<file path="src/hdl/memBridge_params.svh">
`ifndef MEMBRIDGE_PARAMS_SVH
`define MEMBRIDGE_PARAMS_SVH

// byte address into the RAM
`define MB_ADDR_W 32

// instruction and data word
`define MB_WORD_W 32

// bytes per instruction fetch
`define MB_FETCH_LEN 4

`endif

</file>
<file path="src/hdl/memBridgePkg.sv">
`default_nettype none
`include "memBridge_params.svh"

package memBridgePkg;

    // access length as a byte count, only 1, 2 and 4 are legal
    typedef logic [2:0] accLen_t;

    localparam accLen_t LenByte = 3'd1;
    localparam accLen_t LenHalf = 3'd2;
    localparam accLen_t LenWord = 3'd4;

    // one RAM cycle as asked for by a sequencer
    typedef struct packed {
        logic                  active;
        logic                  write;
        logic [`MB_ADDR_W-1:0] addr;
        logic [7:0]            wData;
    } busCmd_t;

    // current owner of the RAM
    typedef enum logic [1:0] {
        GrNone  = 2'd0,
        GrFetch = 2'd1,
        GrData  = 2'd2
    } grant_t;

endpackage

`default_nettype wire

</file>
<file path="src/hdl/fetchSequencer.sv">
`default_nettype none
`include "memBridge_params.svh"

module fetchSequencer import memBridgePkg::*; (
    input  wire                   clk,
    input  wire                   rst,
    input  wire                   i_advance,
    input  wire                   i_grant,
    input  wire                   i_fetchEn,
    input  wire [`MB_ADDR_W-1:0]  i_fetchAddr,
    input  wire [7:0]             i_memRData,
    output busCmd_t               o_cmd,
    output logic                  o_fetchDone,
    output logic [`MB_WORD_W-1:0] o_fetchInst
);
    logic                  busy;
    logic [2:0]            stage;
    logic [`MB_ADDR_W-1:0] base;
    logic [`MB_WORD_W-1:0] collect;
    logic                  rdPend;
    logic [1:0]            slot;
    logic                  lastStage;

    // byte slot of the read issued one advancing cycle ago
    assign slot      = stage[1:0] - 2'd1;
    assign lastStage = (stage == 3'(`MB_FETCH_LEN));

    // stage 0 is issued straight from the request while still idle
    always_comb begin
        o_cmd.write = 1'b0;
        o_cmd.wData = 8'h00;
        if (busy) begin
            o_cmd.active = !lastStage;
            o_cmd.addr   = base + `MB_ADDR_W'(stage);
        end else begin
            o_cmd.active = i_fetchEn;
            o_cmd.addr   = i_fetchAddr;
        end
    end

    assign o_fetchDone = busy && lastStage && i_advance;

    // top byte is live unless a stall already parked it in collect
    assign o_fetchInst = rdPend ? {i_memRData, collect[23:0]} : collect;

    always_ff @(posedge clk) begin
        if (rst) begin
            busy   <= 1'b0;
            stage  <= 3'd0;
            rdPend <= 1'b0;
        end else begin
            rdPend <= i_advance && i_grant && o_cmd.active;
            if (i_advance) begin
                if (!busy) begin
                    if (i_grant) begin
                        busy  <= 1'b1;
                        stage <= 3'd1;
                    end
                end else if (lastStage) begin
                    busy  <= 1'b0;
                    stage <= 3'd0;
                end else begin
                    stage <= stage + 3'd1;
                end
            end
        end
    end

    // read data is caught even in a stalled cycle, the RAM moves on anyway
    always_ff @(posedge clk) begin
        if (i_advance && !busy && i_grant) begin
            base <= i_fetchAddr;
        end
        if (rdPend) begin
            collect[8*slot +: 8] <= i_memRData;
        end
    end

endmodule

`default_nettype wire

</file>
<file path="src/hdl/dataSequencer.sv">
`default_nettype none
`include "memBridge_params.svh"

module dataSequencer import memBridgePkg::*; (
    input  wire                   clk,
    input  wire                   rst,
    input  wire                   i_advance,
    input  wire                   i_grant,
    input  wire                   i_dataEn,
    input  wire                   i_dataStore,
    input  wire accLen_t          i_dataLen,
    input  wire [`MB_ADDR_W-1:0]  i_dataAddr,
    input  wire [`MB_WORD_W-1:0]  i_dataWData,
    input  wire [7:0]             i_memRData,
    output busCmd_t               o_cmd,
    output logic                  o_dataDone,
    output logic [`MB_WORD_W-1:0] o_dataRData
);
    logic                  busy;
    logic [2:0]            stage;
    logic [`MB_ADDR_W-1:0] base;
    accLen_t               lenReg;
    logic                  storeReg;
    logic [`MB_WORD_W-1:0] wordReg;
    logic [`MB_WORD_W-1:0] collect;
    logic [`MB_WORD_W-1:0] loadWord;
    logic                  rdPend;
    logic [1:0]            slot;
    logic                  owned;
    logic                  curStore;
    accLen_t               curLen;

    // while idle the live request stands in for the latched one
    assign owned    = busy || i_grant;
    assign curStore = busy ? storeReg : i_dataStore;
    assign curLen   = busy ? lenReg : i_dataLen;
    assign slot     = stage[1:0] - 2'd1;

    always_comb begin
        o_cmd.write = curStore;
        if (busy) begin
            o_cmd.active = storeReg || (stage != lenReg);
            o_cmd.addr   = base + `MB_ADDR_W'(stage);
            o_cmd.wData  = wordReg[8*stage[1:0] +: 8];
        end else begin
            o_cmd.active = i_dataEn;
            o_cmd.addr   = i_dataAddr;
            o_cmd.wData  = i_dataWData[7:0];
        end
    end

    // store ends with its last write, load one cycle after its last address
    always_comb begin
        if (curStore) begin
            o_dataDone = i_advance && owned && (stage == curLen - 3'd1);
        end else begin
            o_dataDone = i_advance && busy && (stage == lenReg);
        end
    end

    always_comb begin
        loadWord = collect;
        if (rdPend) begin
            loadWord[8*slot +: 8] = i_memRData;
        end
        case (lenReg)
            LenByte: o_dataRData = {24'h0, loadWord[7:0]};
            LenHalf: o_dataRData = {16'h0, loadWord[15:0]};
            LenWord: o_dataRData = loadWord;
            default: o_dataRData = '0;
        endcase
    end

    always_ff @(posedge clk) begin
        if (rst) begin
            busy   <= 1'b0;
            stage  <= 3'd0;
            rdPend <= 1'b0;
        end else begin
            rdPend <= i_advance && owned && o_cmd.active && !o_cmd.write;
            if (i_advance && owned) begin
                if (o_dataDone) begin
                    busy  <= 1'b0;
                    stage <= 3'd0;
                end else begin
                    busy  <= 1'b1;
                    stage <= stage + 3'd1;
                end
            end
        end
    end

    always_ff @(posedge clk) begin
        if (i_advance && !busy && i_grant) begin
            base     <= i_dataAddr;
            lenReg   <= i_dataLen;
            storeReg <= i_dataStore;
            wordReg  <= i_dataWData;
        end
        if (rdPend) begin
            collect[8*slot +: 8] <= i_memRData;
        end
    end

endmodule

`default_nettype wire

</file>
<file path="src/hdl/busArbiter.sv">
`default_nettype none
`include "memBridge_params.svh"

module busArbiter import memBridgePkg::*; (
    input  wire                   clk,
    input  wire                   rst,
    input  wire                   i_rdy,
    input  wire                   i_ioBufferFull,
    input  wire                   i_fetchEn,
    input  wire                   i_dataEn,
    input  wire busCmd_t          i_fetchCmd,
    input  wire busCmd_t          i_dataCmd,
    input  wire                   i_fetchDone,
    input  wire                   i_dataDone,
    output logic                  o_advance,
    output logic                  o_fetchGrant,
    output logic                  o_dataGrant,
    output logic                  o_fetchWait,
    output logic                  o_dataWait,
    output logic                  o_memWrite,
    output logic [`MB_ADDR_W-1:0] o_memAddr,
    output logic [7:0]            o_memWData
);
    grant_t  grReg;
    grant_t  owner;
    busCmd_t selCmd;
    logic    ownerDone;

    assign o_advance = i_rdy && !i_ioBufferFull;

    // a held grant wins, otherwise data before fetch
    always_comb begin
        if (grReg != GrNone) begin
            owner = grReg;
        end else if (o_advance && i_dataEn) begin
            owner = GrData;
        end else if (o_advance && i_fetchEn) begin
            owner = GrFetch;
        end else begin
            owner = GrNone;
        end
    end

    assign o_fetchGrant = (owner == GrFetch);
    assign o_dataGrant  = (owner == GrData);
    assign ownerDone    = (o_fetchGrant && i_fetchDone) || (o_dataGrant && i_dataDone);

    assign o_fetchWait = i_fetchEn && o_dataGrant;
    assign o_dataWait  = i_dataEn && o_fetchGrant;

    // a one-cycle store takes and drops the grant in the same cycle
    always_ff @(posedge clk) begin
        if (rst) begin
            grReg <= GrNone;
        end else if (o_advance) begin
            grReg <= ownerDone ? GrNone : owner;
        end
    end

    always_comb begin
        case (owner)
            GrFetch: selCmd = i_fetchCmd;
            GrData:  selCmd = i_dataCmd;
            default: selCmd = '0;
        endcase
    end

    // idle or stalled cycles become a read of address 0
    always_comb begin
        if (o_advance && selCmd.active) begin
            o_memWrite = selCmd.write;
            o_memAddr  = selCmd.addr;
            o_memWData = selCmd.wData;
        end else begin
            o_memWrite = 1'b0;
            o_memAddr  = '0;
            o_memWData = 8'h00;
        end
    end

endmodule

`default_nettype wire

</file>
<file path="src/hdl/memBridge.sv">
`default_nettype none
`include "memBridge_params.svh"

module memBridge import memBridgePkg::*; (
    input  wire                  clk,
    input  wire                  rst,
    input  wire                  i_rdy,
    input  wire                  i_ioBufferFull,
    input  wire                  i_fetchEn,
    input  wire [`MB_ADDR_W-1:0] i_fetchAddr,
    output wire                  o_fetchDone,
    output wire [`MB_WORD_W-1:0] o_fetchInst,
    input  wire                  i_dataEn,
    input  wire                  i_dataStore,
    input  wire accLen_t         i_dataLen,
    input  wire [`MB_ADDR_W-1:0] i_dataAddr,
    input  wire [`MB_WORD_W-1:0] i_dataWData,
    output wire                  o_dataDone,
    output wire [`MB_WORD_W-1:0] o_dataRData,
    output wire                  o_fetchWait,
    output wire                  o_dataWait,
    output wire                  o_memWrite,
    output wire [`MB_ADDR_W-1:0] o_memAddr,
    output wire [7:0]            o_memWData,
    input  wire [7:0]            i_memRData
);
    busCmd_t fetchCmd;
    busCmd_t dataCmd;
    wire     advance;
    wire     fetchGrant;
    wire     dataGrant;

    fetchSequencer u_fetchSeq (
        .clk         (clk),
        .rst         (rst),
        .i_advance   (advance),
        .i_grant     (fetchGrant),
        .i_fetchEn   (i_fetchEn),
        .i_fetchAddr (i_fetchAddr),
        .i_memRData  (i_memRData),
        .o_cmd       (fetchCmd),
        .o_fetchDone (o_fetchDone),
        .o_fetchInst (o_fetchInst)
    );

    dataSequencer u_dataSeq (
        .clk         (clk),
        .rst         (rst),
        .i_advance   (advance),
        .i_grant     (dataGrant),
        .i_dataEn    (i_dataEn),
        .i_dataStore (i_dataStore),
        .i_dataLen   (i_dataLen),
        .i_dataAddr  (i_dataAddr),
        .i_dataWData (i_dataWData),
        .i_memRData  (i_memRData),
        .o_cmd       (dataCmd),
        .o_dataDone  (o_dataDone),
        .o_dataRData (o_dataRData)
    );

    busArbiter u_arbiter (
        .clk            (clk),
        .rst            (rst),
        .i_rdy          (i_rdy),
        .i_ioBufferFull (i_ioBufferFull),
        .i_fetchEn      (i_fetchEn),
        .i_dataEn       (i_dataEn),
        .i_fetchCmd     (fetchCmd),
        .i_dataCmd      (dataCmd),
        .i_fetchDone    (o_fetchDone),
        .i_dataDone     (o_dataDone),
        .o_advance      (advance),
        .o_fetchGrant   (fetchGrant),
        .o_dataGrant    (dataGrant),
        .o_fetchWait    (o_fetchWait),
        .o_dataWait     (o_dataWait),
        .o_memWrite     (o_memWrite),
        .o_memAddr      (o_memAddr),
        .o_memWData     (o_memWData)
    );

endmodule

`default_nettype wire

</file>
<file path="config.mk">
export PLATFORM = sky130hd
export DESIGN_NAME = memBridge
export DESIGN_NICKNAME = d
export VERILOG_FILES = /design/src/hdl/memBridgePkg.sv /design/src/hdl/fetchSequencer.sv /design/src/hdl/dataSequencer.sv /design/src/hdl/busArbiter.sv /design/src/hdl/memBridge.sv
export VERILOG_INCLUDE_DIRS = /design/src /design/src/hdl
export SDC_FILE = /design/constraint.sdc
export NUM_CORES = 1
export LEC_CHECK = 0
export CAP_MARGIN = 30
export CORE_MARGIN = 2
export CORE_UTILIZATION = 38
export CTS_BUF_LIST = sky130_fd_sc_hd__clkbuf_16
export CTS_CLUSTER_SIZE = 20
export DETAILED_ROUTE_END_ITERATION = 16
export DONT_BUFFER_PORTS = 1
export PLACE_DENSITY_LB_ADDON = 0.3
export SLEW_MARGIN = 20
export SYNTH_ARGS = -nofsm -noshare
export SYNTH_HDL_FRONTEND = slang
export SYNTH_HIERARCHICAL = 1
export SYNTH_SLANG_ARGS = --single-unit
</file>
<file path="constraint.sdc">
create_clock -name clk -period 14.75 [get_ports clk]
set_input_delay 2.2125 -clock clk [delete_from_list [all_inputs] [get_ports clk]]
set_output_delay 2.2125 -clock clk [all_outputs]
set_load 0.02 [all_outputs]
</file>
Word-level counts from Yosys, hierarchy flattened
Cells that the tools add are included.

Register bits after elaboration: 176. Bits of input ports: 114. Output and inout port bits: 109. Word-level logic and storage cells: 98.

Add/subtract/negate cells: 9. Equality and inequality tests: 9. Shifts and indexed selects: 5. Muxes and demuxes: 28. Reduce and logical (&&, ||, !) cells: 33.

Operator list (count): $mux 32 (4); $pmux 32 s3 (1); $pmux 42 s2 (1); $neg 5->34 (2); $shift 8x34->32 const A (2); $shiftx 8x34->32 (2); $add 32x3->32 (2); $bwmux 32 (2); $mux 40 (1); $shiftx 32x6->8 (1); $logic_and 1x1->1 (22); $mux 3 (5); $mux 1 (10); $mux 8 (1); $add 3x1->3 const B (2); $eq 3x3->1 (2); $eq 3x3->1 const B (2); $mux 2 (3); $logic_not 1->1 (5); $reduce_bool 2->1 (2); $sub 2x1->2 const B (2); $eq 3x1->1 const B (1); $eq 3x2->1 const B (1); $logic_or 1x1->1 (3); 5 further kinds (5).

Logic depth before layout (Yosys ltp)
Depth in word-level cells: 14. Gate-level depth with buffers: 12. Depth with buffers taken out: 12.

Modules after synthesis
Netlist, hierarchy kept.

Modules (own cells, without submodules): dataSequencer (instances 1, cells an instance 439, area each 5154.9 um2, seq. area each 2782.7 um2); fetchSequencer (instances 1, cells an instance 364, area each 3957.5 um2, seq. area each 2021.9 um2); busArbiter (instances 1, cells an instance 118, area each 742.0 um2, seq. area each 40.0 um2).

Worst setup path after synthesis
OpenSTA, ideal clock, no wires.

Path kind: in2reg. From: input port i_ioBufferFull. To: register u_dataSeq.base[0] (enable). Setup time: 0.494 ns. Arrival: 5.966 ns. Setup slack: 8.289 ns. Cell stages on the path: 7. Cells stage by stage: nand2b_1 inv_1 a31oi_1 inv_1 ha_1 nand2_1 nor2_1.

Cells in the longest elaborated chain, start to end: 8. Elaborated cells between the ends (all ways): 10.

RTL lines: from (decl) (RTL line memBridge.sv:8) `input wire i_ioBufferFull,`; $logic_not 1->1 * (RTL line busArbiter.sv:29) `assign o_advance = i_rdy && !i_ioBufferFull;`; $logic_and 1x1->1 * (RTL line busArbiter.sv:29); named net advance (RTL line memBridge.sv:29) `wire advance;`; $logic_and 1x1->1 (RTL line busArbiter.sv:37) `end else if (o_advance && i_fetchEn) begin`; $mux 1 (RTL line busArbiter.sv:37); $mux 2 * (RTL line busArbiter.sv:35) `end else if (o_advance && i_dataEn) begin`; $mux 2 * (RTL line busArbiter.sv:33) `if (grReg != GrNone) begin`; $eq 2x2->1 * (RTL line busArbiter.sv:45) `assign o_dataGrant = (owner == GrData);`; named net dataGrant (RTL line memBridge.sv:31) `wire dataGrant;`; $logic_and 1x1->1 * (RTL line dataSequencer.sv:94) `if (i_advance && !busy && i_grant) begin`; to (signal assigned) (RTL line dataSequencer.sv:95) `base <= i_dataAddr;`; to (decl) (RTL line dataSequencer.sv:21) `` logic [`MB_ADDR_W-1:0] base; ``.

The timed path passes the listed nets; every way through them passes the cells marked *. A chain may end at the register's enable or synchronous reset.

Worst setup path after layout
From: input port i_ioBufferFull. To: output port o_memAddr[7].

Cells in the longest elaborated chain, start to end: 10. Elaborated cells between the ends (all ways): 12.

RTL lines: $logic_not 1->1 * (RTL line busArbiter.sv:29); $logic_and 1x1->1 * (RTL line busArbiter.sv:29); named net advance (RTL line memBridge.sv:29); $logic_and 1x1->1 (RTL line busArbiter.sv:37); $mux 1 (RTL line busArbiter.sv:37); $mux 2 * (RTL line busArbiter.sv:35); $mux 2 * (RTL line busArbiter.sv:33); $eq 2x1->1 *; named net fetchGrant (RTL line memBridge.sv:30) `wire fetchGrant;`; $pmux 42 s2 * (RTL line busArbiter.sv:61) `case (owner)`; $logic_and 1x1->1 (RTL line busArbiter.sv:70) `if (o_advance && selCmd.active) begin`; $mux 32 * (RTL line busArbiter.sv:70); to (decl) (RTL line memBridge.sv:23) `` output wire [`MB_ADDR_W-1:0] o_memAddr, ``.

Marked as above.

==> impl_metrics.xml <==
<?xml version="1.0" encoding="UTF-8"?>
<metrics>
  <group name="cts">
    <metric name="postCtsSetupRepairBufs" unit="">0</metric>
    <metric name="clock_tree.htree_level_count" unit="">4</metric>
    <metric name="clock_root_cell" unit="">sky130_fd_sc_hd__clkbuf_16</metric>
    <metric name="cts_repair_resize_count" unit="">0</metric>
    <metric name="clock_tree_from_tritoncts" unit="">done</metric>
    <metric name="cts_hold_buf" unit="">0</metric>
    <metric name="insertion_delay" unit="ns">0.43</metric>
    <metric name="clockBufferDepth" unit="">2</metric>
    <metric name="clk_pin_slew" unit="ns">0.06</metric>
    <metric name="clock_buffers_created_by_tritoncts" unit="">17</metric>
    <metric name="clock-sinks" unit="">176</metric>
  </group>
  <group name="setup_path">
    <metric name="count_of_cells_along_the_worst_register_to_register_path" unit="">9</metric>
    <metric name="reg2reg_from" unit="">u_dataSeq/busy$_SDFFE_PP0P_</metric>
    <metric name="path_max_fanout" unit="">41</metric>
    <metric name="critical-path-top-delay-family" unit="">simple AND/OR/NAND/NOR gates</metric>
    <metric name="path_cells" unit="">nand2b_1 -&gt; inv_1 -&gt; a31oi_1 -&gt; inv_1 -&gt; ha_2 -&gt; buf_12 -&gt; a22oi_1 -&gt; or3_2 -&gt; nor2_1</metric>
    <metric name="timing.rr.end" unit="">u_arbiter/grReg[0]$_SDFFE_PP0N_</metric>
    <metric name="worst_path_max_delay_cell" unit="">sky130_fd_sc_hd__or3_2</metric>
    <metric name="timing.critical_path.mode_cell" unit="">sky130_fd_sc_hd__inv_1</metric>
    <metric name="crit_required" unit="ns">12.54</metric>
    <metric name="timing.critical_path.arrival" unit="ns">5.18</metric>
    <metric name="type_of_destination_of_the_critical_path" unit="">output port</metric>
    <metric name="timing_startpoint_of_the_critical_path" unit="">i_ioBufferFull</metric>
    <metric name="timing_worst_setup_path_type" unit="">input port to output port</metric>
    <metric name="worst-path-buf-inv" unit="">3</metric>
    <metric name="cp.depth" unit="">9</metric>
    <metric name="ff2ff_setup_slack" unit="ns">11.61</metric>
    <metric name="cp_slowest_stage_delay" unit="ns">0.84</metric>
    <metric name="crit_path_end" unit="">o_memAddr[7]</metric>
    <metric name="worstSetupStartpointType" unit="">input port</metric>
  </group>
  <group name="yosys">
    <metric name="synth_cell_type_count" unit="">67</metric>
    <metric name="number_of_enable_type_register_cells_in_the_synthesized_netlist" unit="">132</metric>
    <metric name="xor_xnor_cell_area_share_of_the_yosys_netlist" unit="%">3.73</metric>
    <metric name="synth-simple-area-share" unit="%">19.6</metric>
    <metric name="synth-seq-cells" unit="">176</metric>
    <metric name="muxShareOfSynthArea" unit="%">4.75</metric>
    <metric name="share_of_the_synthesized_area_in_compound_gates_ao_oa_aoi_oai" unit="%">13.2</metric>
    <metric name="synth_area_per_cell" unit="um2">10.7</metric>
    <metric name="postSynthCellCount" unit="">921</metric>
    <metric name="synth_fa_ha_area_share" unit="%">2.95</metric>
    <metric name="yosysSeqAreaShare" unit="%">49.2</metric>
    <metric name="dominant_register_cell_in_the_synthesized_netlist" unit="">sky130_fd_sc_hd__edfxtp_1</metric>
    <metric name="yosys_warnings" unit="">6</metric>
    <metric name="asyncSetResetFlopFracSynth" unit="%">0</metric>
    <metric name="main_combinational_cell_family_by_area_after_synthesis" unit="">simple AND/OR/NAND/NOR gates</metric>
    <metric name="cell_area_after_synthesis" unit="mm2">0.00985</metric>
  </group>
  <group name="timing">
    <metric name="finalMaxSlewViolations" unit="">0</metric>
    <metric name="grt_setup_unrepaired" unit="">no</metric>
    <metric name="max_transition_margin" unit="%">37.4</metric>
    <metric name="fin_tns_setup" unit="ns">0</metric>
    <metric name="final.period_utilization" unit="%">50.1</metric>
    <metric name="timing.clock.skew" unit="ns">0.0104</metric>
    <metric name="timing.final.hold_violations" unit="">0</metric>
    <metric name="period_minus_slack" unit="ns">7.40</metric>
    <metric name="clock.fmax" unit="MHz">135</metric>
    <metric name="setup_viol_count_final" unit="">0</metric>
    <metric name="worstMarginPinSlew" unit="ns">0.932</metric>
    <metric name="final.setup.worst_slack" unit="ns">7.35</metric>
  </group>
  <group name="drt">
    <metric name="final_antenna_net_count" unit="">0</metric>
    <metric name="drtPass1Iterations" unit="">4</metric>
    <metric name="detail_route.vias_per_cell" unit="">5.54</metric>
    <metric name="number_of_remaining_drc_errors" unit="">0</metric>
    <metric name="routed_wl" unit="um">24400</metric>
    <metric name="initialDrtViolationCount" unit="">477</metric>
    <metric name="routed-via-count" unit="">6732</metric>
    <metric name="avgRoutedWirePerCell" unit="um">20.1</metric>
  </group>
  <group name="grt">
    <metric name="grt_max_degree" unit="">81</metric>
    <metric name="grt.met3_usage" unit="%">5.88</metric>
    <metric name="first_global_vias" unit="">6542</metric>
    <metric name="antenna_found_initial" unit="">0</metric>
    <metric name="met2_usage" unit="%">27.3</metric>
    <metric name="grt_most_used_layer" unit="">met2</metric>
    <metric name="grt.overflow.total" unit="">0</metric>
    <metric name="grt_use_total" unit="%">17.8</metric>
    <metric name="groute.layer.met1.usage" unit="%">23.7</metric>
    <metric name="grt_first_pass_wirelength" unit="um">36900</metric>
  </group>
  <group name="cells_and_area">
    <metric name="nNetsFinal" unit="">1010</metric>
    <metric name="drive_above_1_share" unit="%">12.2</metric>
    <metric name="area_delta_synth_final" unit="%">5.98</metric>
    <metric name="antennaDiodeCount" unit="">0</metric>
    <metric name="final_area" unit="mm2">0.0104</metric>
  </group>
  <group name="power_and_ir_drop">
    <metric name="power.static_leakage" unit="nW">3.34</metric>
    <metric name="ir_worst_vdd" unit="uV">57.7</metric>
    <metric name="power_density" unit="mW/mm2">103</metric>
  </group>
  <group name="floorplan">
    <metric name="floorplan.die_area" unit="mm2">0.0272</metric>
    <metric name="placeableCoreArea" unit="mm2">0.0253</metric>
    <metric name="floorplan.die.height" unit="um">165</metric>
    <metric name="fp.dieW" unit="um">165</metric>
    <metric name="initial_core_util" unit="%">38.9</metric>
    <metric name="pin_count" unit="">223</metric>
    <metric name="rows" unit="">58</metric>
  </group>
  <group name="placement">
    <metric name="gp_congestion" unit="">0.860</metric>
    <metric name="place.port_buffers" unit="">0</metric>
    <metric name="dp_hpwl" unit="um">17500</metric>
    <metric name="setup_slack_placement" unit="ns">7.01</metric>
    <metric name="placed_area" unit="mm2">0.00982</metric>
  </group>
  <group name="run_status">
    <metric name="status" unit="">completed</metric>
  </group>
  <group name="job">
    <metric name="maximum_capacitance_violations" unit="">0</metric>
  </group>
  <group name="worst_hold_path">
    <metric name="hold_path_class" unit="">register to register</metric>
  </group>
</metrics>
per-layer routing:
metal  up-vias  part of all wire, %
met5         -                    0
met4         0                  2.1
met3        26                  9.0
met2       242                   45
met1      3201                   44
li1       3263                    -
Yosys cell counts (6+ instances only):
master,instances,area share [%]
sky130_fd_sc_hd__ha_1,20,2.5
sky130_fd_sc_hd__a21oi_1,44,2.2
sky130_fd_sc_hd__edfxtp_1,132,40
sky130_fd_sc_hd__inv_1,26,0.99
sky130_fd_sc_hd__mux2_2,22,2.5
sky130_fd_sc_hd__xnor2_1,34,3.0
sky130_fd_sc_hd__dfxtp_1,44,8.9
sky130_fd_sc_hd__nor3b_1,7,0.53
sky130_fd_sc_hd__or4_1,11,0.84
sky130_fd_sc_hd__nor2_1,107,4.1
sky130_fd_sc_hd__nand2_1,38,1.4
sky130_fd_sc_hd__a31oi_1,27,1.7
sky130_fd_sc_hd__o21ai_0,13,0.66
sky130_fd_sc_hd__nand3_1,15,0.76
sky130_fd_sc_hd__xor2_1,8,0.71
sky130_fd_sc_hd__or3_1,9,0.57
sky130_fd_sc_hd__nor2b_1,42,2.7
sky130_fd_sc_hd__buf_1,6,0.23
sky130_fd_sc_hd__o31ai_1,11,0.84
sky130_fd_sc_hd__buf_6,7,0.80
sky130_fd_sc_hd__buf_4,36,2.7
sky130_fd_sc_hd__clkbuf_1,25,0.95
sky130_fd_sc_hd__nor2_2,10,0.63
sky130_fd_sc_hd__mux4_2,8,1.8
sky130_fd_sc_hd__a22o_1,30,2.7
sky130_fd_sc_hd__and2_1,41,2.6
sky130_fd_sc_hd__a22oi_1,45,3.4
sky130_fd_sc_hd__nand4_1,9,0.57
sky130_fd_sc_hd__nor3_1,15,0.76
kinds of logic after synthesis:
logic type               after synthesis
AO/OA/AOI/OAI                        190
XOR/XNOR                              42
adder cells (fa/ha/maj)               22
buffers and inverters                109
flip-flops                           176
multiplexers                          34
other                                  1
AND/OR/NAND/NOR                      347
worst min path at each step:
| stage | to | cells after the start | startpoint |
|---|---|---|---|
| final | u_dataSeq/collect[11]$_DFF_P_ | 1 | u_dataSeq/collect[11]$_DFF_P_ |
| after global routing | u_dataSeq/collect[24]$_DFF_P_ | 1 | u_dataSeq/collect[24]$_DFF_P_ |
| after CTS | u_dataSeq/collect[0]$_DFF_P_ | 1 | u_dataSeq/collect[0]$_DFF_P_ |
| after detailed placement | u_dataSeq/collect[30]$_DFF_P_ | 1 | u_dataSeq/collect[30]$_DFF_P_ |
| after global placement | u_dataSeq/collect[2]$_DFF_P_ | 2 | u_dataSeq/collect[2]$_DFF_P_ |
| after floorplan | u_dataSeq/collect[2]$_DFF_P_ | 2 | u_dataSeq/collect[2]$_DFF_P_ |
power breakdown:
group          leakage (nW)  internal (mW)  switching (mW)
clock                 0.280          0.252           0.204
sequential             1.56          0.542         0.00750
combinational          1.50         0.0299          0.0400
total                  3.34          0.824           0.252
placed cells by master, fill, tap and decap left out, types with 8 or more instances in the layout:
cell / count
sky130_fd_sc_hd__nand3_1: 15
sky130_fd_sc_hd__nor2_1: 105
sky130_fd_sc_hd__clkbuf_16: 17
sky130_fd_sc_hd__nand2_1: 38
sky130_fd_sc_hd__or4_1: 11
sky130_fd_sc_hd__a22oi_1: 45
sky130_fd_sc_hd__or3_1: 8
sky130_fd_sc_hd__and2_1: 41
sky130_fd_sc_hd__dfxtp_1: 42
sky130_fd_sc_hd__nand4_1: 9
sky130_fd_sc_hd__a21oi_1: 44
sky130_fd_sc_hd__nor2b_1: 42
sky130_fd_sc_hd__mux4_2: 8
sky130_fd_sc_hd__xnor2_1: 34
sky130_fd_sc_hd__o31ai_1: 11
sky130_fd_sc_hd__nor2_2: 11
sky130_fd_sc_hd__xor2_1: 8
sky130_fd_sc_hd__a31oi_1: 27
sky130_fd_sc_hd__a22o_1: 30
sky130_fd_sc_hd__o21ai_0: 13
sky130_fd_sc_hd__nor3_1: 15
sky130_fd_sc_hd__conb_1: 9
sky130_fd_sc_hd__inv_1: 27
sky130_fd_sc_hd__ha_1: 18
sky130_fd_sc_hd__edfxtp_1: 132
sky130_fd_sc_hd__mux2_2: 22
stage by stage:
step	cells	hold WS (ns)	power, mW	util [%]
after floorplan	929	0.441	0.615	-
after global placement	1182	0.450	0.629	38.8
after detailed placement	1182	0.456	0.629	38.8
after CTS	1213	0.477	1.09	41.1
after global routing	1216	0.486	1.12	41.2
final	1216	0.471	1.08	41.2
state kept, by name (all words and copies together) (netlist names):
signal	count
u_fetchSeq/rdPend	1
u_dataSeq/busy	1
u_dataSeq/wordReg	32
u_dataSeq/stage	3
u_arbiter/grReg	2
u_fetchSeq/busy	1
u_dataSeq/lenReg	3
u_fetchSeq/base	32
u_fetchSeq/collect	32
u_dataSeq/collect	32
u_dataSeq/rdPend	1
u_fetchSeq/stage	3
u_dataSeq/storeReg	1
u_dataSeq/base	32
layout make-up:
cell class                 instances  area, um2
sequential                       176       4850
fill                            2421      14900
inverter                          26       97.6
clock buffer                      17        425
tap                              330        413
clock inverter                    14        155
multi-input combinational        644       4410
timing repair buffer               9       90.1
Power figures use the tool's default switching activity.
